[config.mk]
export PLATFORM = sky130hd
export DESIGN_NAME = cache_subsystem_top
export DESIGN_NICKNAME = d
export VERILOG_FILES = /design/src/common/cache_pkg.sv /design/src/common/line_fetch_if.sv /design/src/cache/cache_direct_mapped.sv /design/src/hw/line_memory.sv /design/src/hw/cache_subsystem_top.sv
export SDC_FILE = /design/constraint.sdc
export NUM_CORES = 2
export LEC_CHECK = 0
export BUFFER_PORTS_ARGS = -buffer_cell sky130_fd_sc_hd__clkbuf_2
export CORE_MARGIN = 5
export CORE_UTILIZATION = 36
export DETAILED_ROUTE_END_ITERATION = 7
export MAX_ROUTING_LAYER = met4
export PLACE_DENSITY = 0.48
export SLEW_MARGIN = 10
export SYNTH_ARGS = -nofsm -noshare
export SYNTH_HDL_FRONTEND = slang
export SYNTH_HIERARCHICAL = 1
export SYNTH_MEMORY_MAX_BITS = 65536
export SYNTH_SLANG_ARGS = --single-unit
[constraint.sdc]
create_clock -name clk -period 10.4 [get_ports clk]
set_input_delay 0.52 -clock clk [delete_from_list [all_inputs] [get_ports clk]]
set_output_delay 0.52 -clock clk [all_outputs]
set_load 0.01 [all_outputs]
[src/common/cache_pkg.sv]
`default_nettype none

package cache_pkg;

  // word and line geometry
  localparam int word_bits      = 4;
  localparam int offset_bits    = 2;
  localparam int index_bits     = 3;
  localparam int addr_bits      = 10;
  localparam int tag_bits       = addr_bits - index_bits - offset_bits;
  localparam int line_addr_bits = addr_bits - offset_bits;

  localparam int words_per_line = 2 ** offset_bits;
  localparam int line_bits      = word_bits * words_per_line;

  // storage depths
  localparam int num_lines = 2 ** index_bits;
  localparam int mem_lines = 2 ** line_addr_bits;

  // backing memory pacing
  localparam int fetch_delay = 3;
  localparam int delay_bits  = $clog2(fetch_delay + 1);

  typedef logic [word_bits-1:0]      word_t;
  typedef logic [addr_bits-1:0]      addr_t;
  typedef logic [line_addr_bits-1:0] line_addr_t;
  typedef logic [tag_bits-1:0]       tag_t;
  typedef logic [index_bits-1:0]     index_t;
  typedef logic [offset_bits-1:0]    offset_t;
  typedef logic [line_bits-1:0]      line_t;

  // word 0 sits in the low bits of a line
  function automatic word_t get_word(input line_t line_val, input offset_t offset);
    word_t word_val;
    word_val = line_val[offset*word_bits +: word_bits];
    return word_val;
  endfunction

endpackage

`default_nettype wire

[src/common/line_fetch_if.sv]
`default_nettype none

interface line_fetch_if
  import cache_pkg::*;
();

  // request held until fetch_ready
  logic       fetch_valid;
  line_addr_t fetch_addr;

  // line_data follows one cycle after acceptance
  logic       fetch_ready;
  line_t      line_data;

  modport requester (
    output fetch_valid,
    output fetch_addr,
    input  fetch_ready,
    input  line_data
  );

  modport responder (
    input  fetch_valid,
    input  fetch_addr,
    output fetch_ready,
    output line_data
  );

endinterface

`default_nettype wire

[src/cache/cache_direct_mapped.sv]
`default_nettype none

module cache_direct_mapped
  import cache_pkg::*;
(
  input  logic            clk,
  input  logic            reset,

  input  logic            read_valid,
  input  addr_t           read_addr,
  output logic            read_ready,
  output word_t           read_data,

  input  logic            flush,

  line_fetch_if.requester fetch
);

  typedef enum logic [1:0] {
    st_idle,
    st_fetch,
    st_install
  } state_t;

  state_t state;
  state_t state_next;

  // fields of the live request
  tag_t    req_tag;
  index_t  req_index;
  offset_t req_offset;

  // fields of the request in flight
  tag_t    tag_q;
  index_t  index_q;
  offset_t offset_q;

  tag_t                 tag_store  [num_lines];
  line_t                line_store [num_lines];
  logic [num_lines-1:0] valid_q;

  line_t line_rd_q;
  logic  hit;

  assign req_tag    = read_addr[addr_bits-1 -: tag_bits];
  assign req_index  = read_addr[offset_bits +: index_bits];
  assign req_offset = read_addr[offset_bits-1:0];

  assign hit = valid_q[req_index] && (tag_store[req_index] == req_tag);

  always_ff @(posedge clk)
  begin
    if (reset)
    begin
      state   <= st_idle;
      valid_q <= '0;
    end
    else
    begin
      state <= state_next;
      if (flush)
      begin
        valid_q <= '0;
      end
      else if (state == st_install)
      begin
        valid_q[index_q] <= 1'b1;
      end
    end
  end

  // request fields latched while idle for the miss path
  always_ff @(posedge clk)
  begin
    if (state == st_idle && read_valid)
    begin
      tag_q    <= req_tag;
      index_q  <= req_index;
      offset_q <= req_offset;
    end
  end

  // registered read for hits
  always_ff @(posedge clk)
  begin
    line_rd_q <= line_store[req_index];
    // install writes the fetched line
    if (state == st_install)
    begin
      tag_store[index_q]  <= tag_q;
      line_store[index_q] <= fetch.line_data;
    end
  end

  always_comb
  begin
    state_next = state;
    case (state)
      st_idle:
      begin
        if (read_valid && !hit)
        begin
          state_next = st_fetch;
        end
      end
      st_fetch:
      begin
        if (fetch.fetch_ready)
        begin
          state_next = st_install;
        end
      end
      st_install:
      begin
        state_next = st_idle;
      end
      default:
      begin
        state_next = st_idle;
      end
    endcase
  end

  always_comb
  begin
    read_ready = 1'b0;
    read_data  = get_word(line_rd_q, offset_q);
    case (state)
      st_idle:
      begin
        read_ready = read_valid && hit;
      end
      st_fetch:
      begin
        // line_data follows next cycle so the read retires now
        read_ready = fetch.fetch_ready;
      end
      st_install:
      begin
        read_data = get_word(fetch.line_data, offset_q);
      end
      default:
      begin
        read_ready = 1'b0;
      end
    endcase
  end

  assign fetch.fetch_valid = (state == st_fetch);
  assign fetch.fetch_addr  = {tag_q, index_q};

  fetch_held_until_ready: assert property (
    @(posedge clk) disable iff (reset)
    fetch.fetch_valid && !fetch.fetch_ready |=> fetch.fetch_valid
  ) else $error("fetch_valid dropped before fetch_ready");

  read_addr_stable: assert property (
    @(posedge clk) disable iff (reset)
    read_valid && !read_ready |=> read_valid && $stable(read_addr)
  ) else $error("read request changed before acceptance");

  flush_only_idle: assert property (
    @(posedge clk) disable iff (reset)
    flush |-> state == st_idle
  ) else $error("flush while a miss is pending");

endmodule

`default_nettype wire

[src/hw/line_memory.sv]
`default_nettype none

module line_memory
  import cache_pkg::*;
(
  input  logic            clk,
  input  logic            reset,

  input  logic            write_en,
  input  addr_t           write_addr,
  input  word_t           write_data,

  line_fetch_if.responder fetch
);

  line_t mem [mem_lines];

  line_addr_t write_line;
  offset_t    write_offset;

  logic [delay_bits-1:0] delay_count;
  logic                  accept;
  line_t                 line_q;

  assign write_line   = write_addr[addr_bits-1 -: line_addr_bits];
  assign write_offset = write_addr[offset_bits-1:0];

  // single word update inside one line
  always_ff @(posedge clk)
  begin
    if (write_en)
    begin
      mem[write_line][write_offset*word_bits +: word_bits] <= write_data;
    end
  end

  // counts cycles of a continuous fetch request
  always_ff @(posedge clk)
  begin
    if (reset)
    begin
      delay_count <= '0;
    end
    else if (!fetch.fetch_valid || accept)
    begin
      delay_count <= '0;
    end
    else
    begin
      delay_count <= delay_count + 1'b1;
    end
  end

  // ready on the fetch_delay-th cycle of the request
  assign accept = fetch.fetch_valid && (delay_count == delay_bits'(fetch_delay - 1));

  always_ff @(posedge clk)
  begin
    if (accept)
    begin
      line_q <= mem[fetch.fetch_addr];
    end
  end

  assign fetch.fetch_ready = accept;
  assign fetch.line_data   = line_q;

  fetch_addr_stable: assert property (
    @(posedge clk) disable iff (reset)
    fetch.fetch_valid && !fetch.fetch_ready |=> fetch.fetch_valid && $stable(fetch.fetch_addr)
  ) else $error("fetch request changed before fetch_ready");

endmodule

`default_nettype wire

[src/hw/cache_subsystem_top.sv]
`default_nettype none

module cache_subsystem_top
  import cache_pkg::*;
(
  input  logic  clk,
  input  logic  reset,

  // requestor side
  input  logic  read_valid,
  input  addr_t read_addr,
  output logic  read_ready,
  output word_t read_data,

  // invalidates all lines while idle
  input  logic  flush,

  // preload port of the backing memory
  input  logic  mem_write_en,
  input  addr_t mem_write_addr,
  input  word_t mem_write_data
);

  line_fetch_if fetch_bus ();

  cache_direct_mapped u_cache (
    .clk        (clk),
    .reset      (reset),
    .read_valid (read_valid),
    .read_addr  (read_addr),
    .read_ready (read_ready),
    .read_data  (read_data),
    .flush      (flush),
    .fetch      (fetch_bus.requester)
  );

  line_memory u_memory (
    .clk        (clk),
    .reset      (reset),
    .write_en   (mem_write_en),
    .write_addr (mem_write_addr),
    .write_data (mem_write_data),
    .fetch      (fetch_bus.responder)
  );

endmodule

`default_nettype wire

==> summary.md <==
| Metric | Value |
|---|---|
| Status | complete, but fails checks |
| Violated checks | capacitance limit, slew limit |
| FF-to-FF End | u_memory/fetch.line_data[8] |
| Mapped Nets | just under 9000 |
| Internal | roughly 28 mW |
| Max_slew headroom | -4.669% |
| Largest family of logic cells by synthesized area | multiplexers |
| Min Tclk post-route | between 5 and 6 ns |
| Clock Latency Late Sink | between 1 and 1.5 ns |
| Antenna violations before repair | 46 |
| Vias in the first global route | 89390 |
| Max clock buf depth | 4 |
| Finished Core Util | approximately two fifths |
| Residual DRC count | 0 |
| Core area | 473900 sq um |
| Grt ovf | 0 |
| Vias | between 80000 and 90000 |
| Endpoint type of the worst setup path | flop |
| Crit share post-route | about 57% |
| R2r worst-path depth | 9 |
| Data arrival time of the worst path | 6.63 ns |
| Unique masters post-synth | 61 |
| #FFs+latches synth | roughly 4300 |
| Synth area leaders | edfxtp_1 75%, mux4_2 12%, mux2i_1 2.6% |
| Clock root buffer | clkbuf_16 |
| Final setup viols | 0 |
| Post-synthesis mux area share | between 10 and 15% |
| FMAX | about 0.17 GHz |
| Total track usage | around 21% |
| Flop pwr share | a little over half |
| Synth warn | 6 |
| Post-Synth Simple-Gate Area | under 10% |
| Hold Vio Cnt, Final | 0 |
| Hold Path Class | in2reg |
| GPL Wtd Cong | between 0.8 and 0.9 |
| Dpl hpwl | ~340000 microns |
| Most Used Layer, Global Route | met2 |
| Initial Util | between 30% and 40% |
| Met1 Use GR | 30.15% |
| Die height | around 700 microns |
| Worst-path fanout max | 73 |
| Post-Route WL | about 520000 microns |
| RSZ-0062 raised after global routing | no |
| Clk pwr share | 43.2% |
| Met2 Track Usage GR | around a third |
| CTS buffer count | roughly 460 |
| Synth Area in XOR/XNOR | 0.02050% |
| Syn avg cell area | between 15 and 20 sq um |
| Met3 usage | roughly 3.5% |
| Post-route setup TNS | 0 ns |
| H-tree Lvls | 5 |
| Leak pwr | about 50 nW |
| Layout cell share with drive strength beyond 1 | roughly a fifth |
| Pwr Density | between 150 and 200 nW/um^2 |
| # clock sinks | roughly 4300 |
| Switching portion of total power | approximately 22% |
| Antenna Violating Nets Remaining | 0 |
| Vias/cell | 5.691 |
| Worst Hold Launch | mem_write_data[3] |
| Max VDD drop | between 100 and 150 uV |
| Global-route wire length before repair | 725600 microns |
| First-pass DRT Iterations | 8 |
| Ports | 34 |
| Seq/Total Area, Yosys | 75.72% |
| Yosys top cell by area | edfxtp_1 |
| Crit path kind | reg2reg |
| Gate Count Post-Synth | about 9000 |
| Post-Syn Area | roughly 170000 sq um |
| Fin Clk Skew | roughly 0.057 ns |
| CTS tree | yes |
| Die Wd | 698.9 microns |
| Layout area overhead | 13.11% |
| Final setup margin | about 4.5 ns |
| Post-synth ARST share | 0% |
| Nets | between 9000 and 10000 |
| Worst hold stages | 2 |
| CP required | ~11 ns |
| Hold Path End | u_memory/mem[145][3] |
| Wirelength per Cell | 33.17 microns |
| Post-synth EDFFs | approximately 4300 |
| DIE AREA | 488500 sq um |
| Clock slew at reported path FFs | roughly 0.060 ns |
| Combinational power share | between 4 and 5% |
| Max Slew Vio Count | 2 |
| Pre-CTS setup slack | approximately 4.6 ns |
| Area share of fa/ha/maj cells after synthesis | 0.04394% |
| # rows | 253 |
| Power Total | 36.50 mW |
| NetSw | 8.048 mW |
| Worst slew pin tran | about 1.6 ns |
| Pin count of the biggest net entering global routing | 169 |
| Post-synthesis compound-gate area fraction | a little over 3% |
| Ys flop type | edfxtp_1 |
| Max-cap violations | 1 |
| Flop2flop setup slack | roughly 4.5 ns |
| Port Buf Inserts | 33 |
| Initial DRC count | 11210 |
| CP startpoint kind | flop |
| # fillers | 41880 |
| Reg-to-reg startpoint | u_cache/index_q[1] |
| Yosys top cell area share | between 70% and 80% |
## cell usage after synthesis, types with 16 or more instances
cell / instances
mux4_2: 920
nand3_1: 50
mux2_2: 44
buf_2: 84
o221ai_1: 145
nand2b_1: 28
a211oi_1: 27
mux2i_1: 437
a21oi_1: 180
and3_1: 33
nand2_1: 367
nor2_1: 1109
buf_1: 48
or3_1: 17
buf_6: 50
a22oi_1: 83
nor4_1: 24
o22ai_1: 138
dfxtp_1: 28
a221o_1: 16
o21ai_0: 25
edfxtp_1: 4290
nor3_1: 131
buf_4: 50
a211o_1: 24
clkbuf_1: 332
## layout make-up
cell class / count / area (sq um) / share of cell area [%]
flip-flops and latches: 4318 / 129400 / 66.95
multi-input cells: 3969 / 39000 / 20.18
clock buffers: 556 / 11920 / 6.168
well taps: 6247 / 7816 / 4.044
repair buffers: 299 / 2535 / 1.312
clock inverters: 282 / 2490 / 1.288
diodes: 31 / 77.57 / 0.04014
inverters: 7 / 41.29 / 0.02136
## placed cells by master, fill, tap and decap left out, drive strengths merged, types with 131 or more instances in the layout
master,netlist,routed
edfxtp,4290,4290
o22ai,139,139
nor2,1109,1109
o221ai,146,146
mux4,920,920
a21oi,180,180
mux2i,437,437
clkbuf,332,589
clkinv,0,234
buf,246,255
nand2,367,367
nor3,131,131
## registers in the layout (all words and copies together) (netlist names)
| name | cells |
|---|---|
| u_cache/valid_q | 8 |
| u_cache/line_rd_q | 16 |
| u_cache/offset_q | 2 |
| u_memory/delay_count | 2 |
| u_memory/fetch.line_data | 16 |
| u_memory/mem | 4096 |
| u_cache/tag_q | 5 |
| u_cache/line_store | 128 |
| u_cache/tag_store | 40 |
| u_cache/state | 2 |
| u_cache/index_q | 3 |
## critical path, cell delays in order (launching register included)
cell	delay, ns
edfxtp_1	0.57
buf_12	0.43
buf_4	0.67
buf_4	0.73
mux4_2	0.40
a22oi_1	0.36
a21oi_1	0.28
nor3_1	1.03
a22oi_1	0.56
and3_1	0.35
## metrics by stage
stage | instances | hold slack [ns] | area [sq um]
finish | 15710 | 0.1264 | 193300
global route | 15700 | 0.07711 | 193200
detailed placement | 14830 | 0.4116 | 178600
floorplan | 8872 | 0.3911 | 170900
CTS | 15680 | 0.01792 | 193200
global placement | 14810 | 0.4011 | 178400
## kinds of logic after synthesis
kind of cell | count (synthesis)
mux | 1401
fa+ha+maj | 6
simple gates | 1810
buf+inv | 585
compound gates | 748
xor+xnor | 4
flops | 4318
## metal layers
layer  vias to the layer above  part of all wire (%)
met5                         -                     0
met2                      3562                    47
met4                         0                   2.3
met3                       633                   7.4
li1                      36570                     -
met1                     48650                    43
## worst max path at each step
| stage | from | to | slack [ns] | cells after the start |
|---|---|---|---|---|
| finish | u_cache/index_q[1] | u_memory/fetch.line_data[8] | 4.52 | 9 |
| global route | u_cache/index_q[1] | u_memory/fetch.line_data[8] | 4.51 | 9 |
| detailed placement | u_cache/index_q[1] | u_memory/fetch.line_data[8] | 4.64 | 9 |
| global placement | u_cache/index_q[0] | u_memory/fetch.line_data[0] | 4.16 | 9 |
| CTS | u_cache/index_q[1] | u_memory/fetch.line_data[8] | 4.58 | 9 |
| floorplan | mem_write_addr[0] | u_memory/mem[0][14] | 1.99 | 4 |
## power by group through the flow
| stage | Sequential (mW) | Combinational [mW] | Clock [mW] |
|---|---|---|---|
| floorplan | 19.5 | 0.936 | 0 |
| global placement | 19.5 | 1.64 | 0 |
| detailed placement | 19.5 | 1.66 | 0 |
| CTS | 19.1 | 1.67 | 16.1 |
| global route | 19.1 | 1.72 | 16.8 |
| finish | 19.1 | 1.65 | 15.8 |
## timing repair
| action | in CTS | in global routing |
|---|---|---|
| hold endpoints to repair | 24 | 0 |
| setup buffers | 0 | 0 |
| resized for setup | 0 | 0 |
| hold buffers | 11 | 0 |
Power figures use the tool's default switching activity.
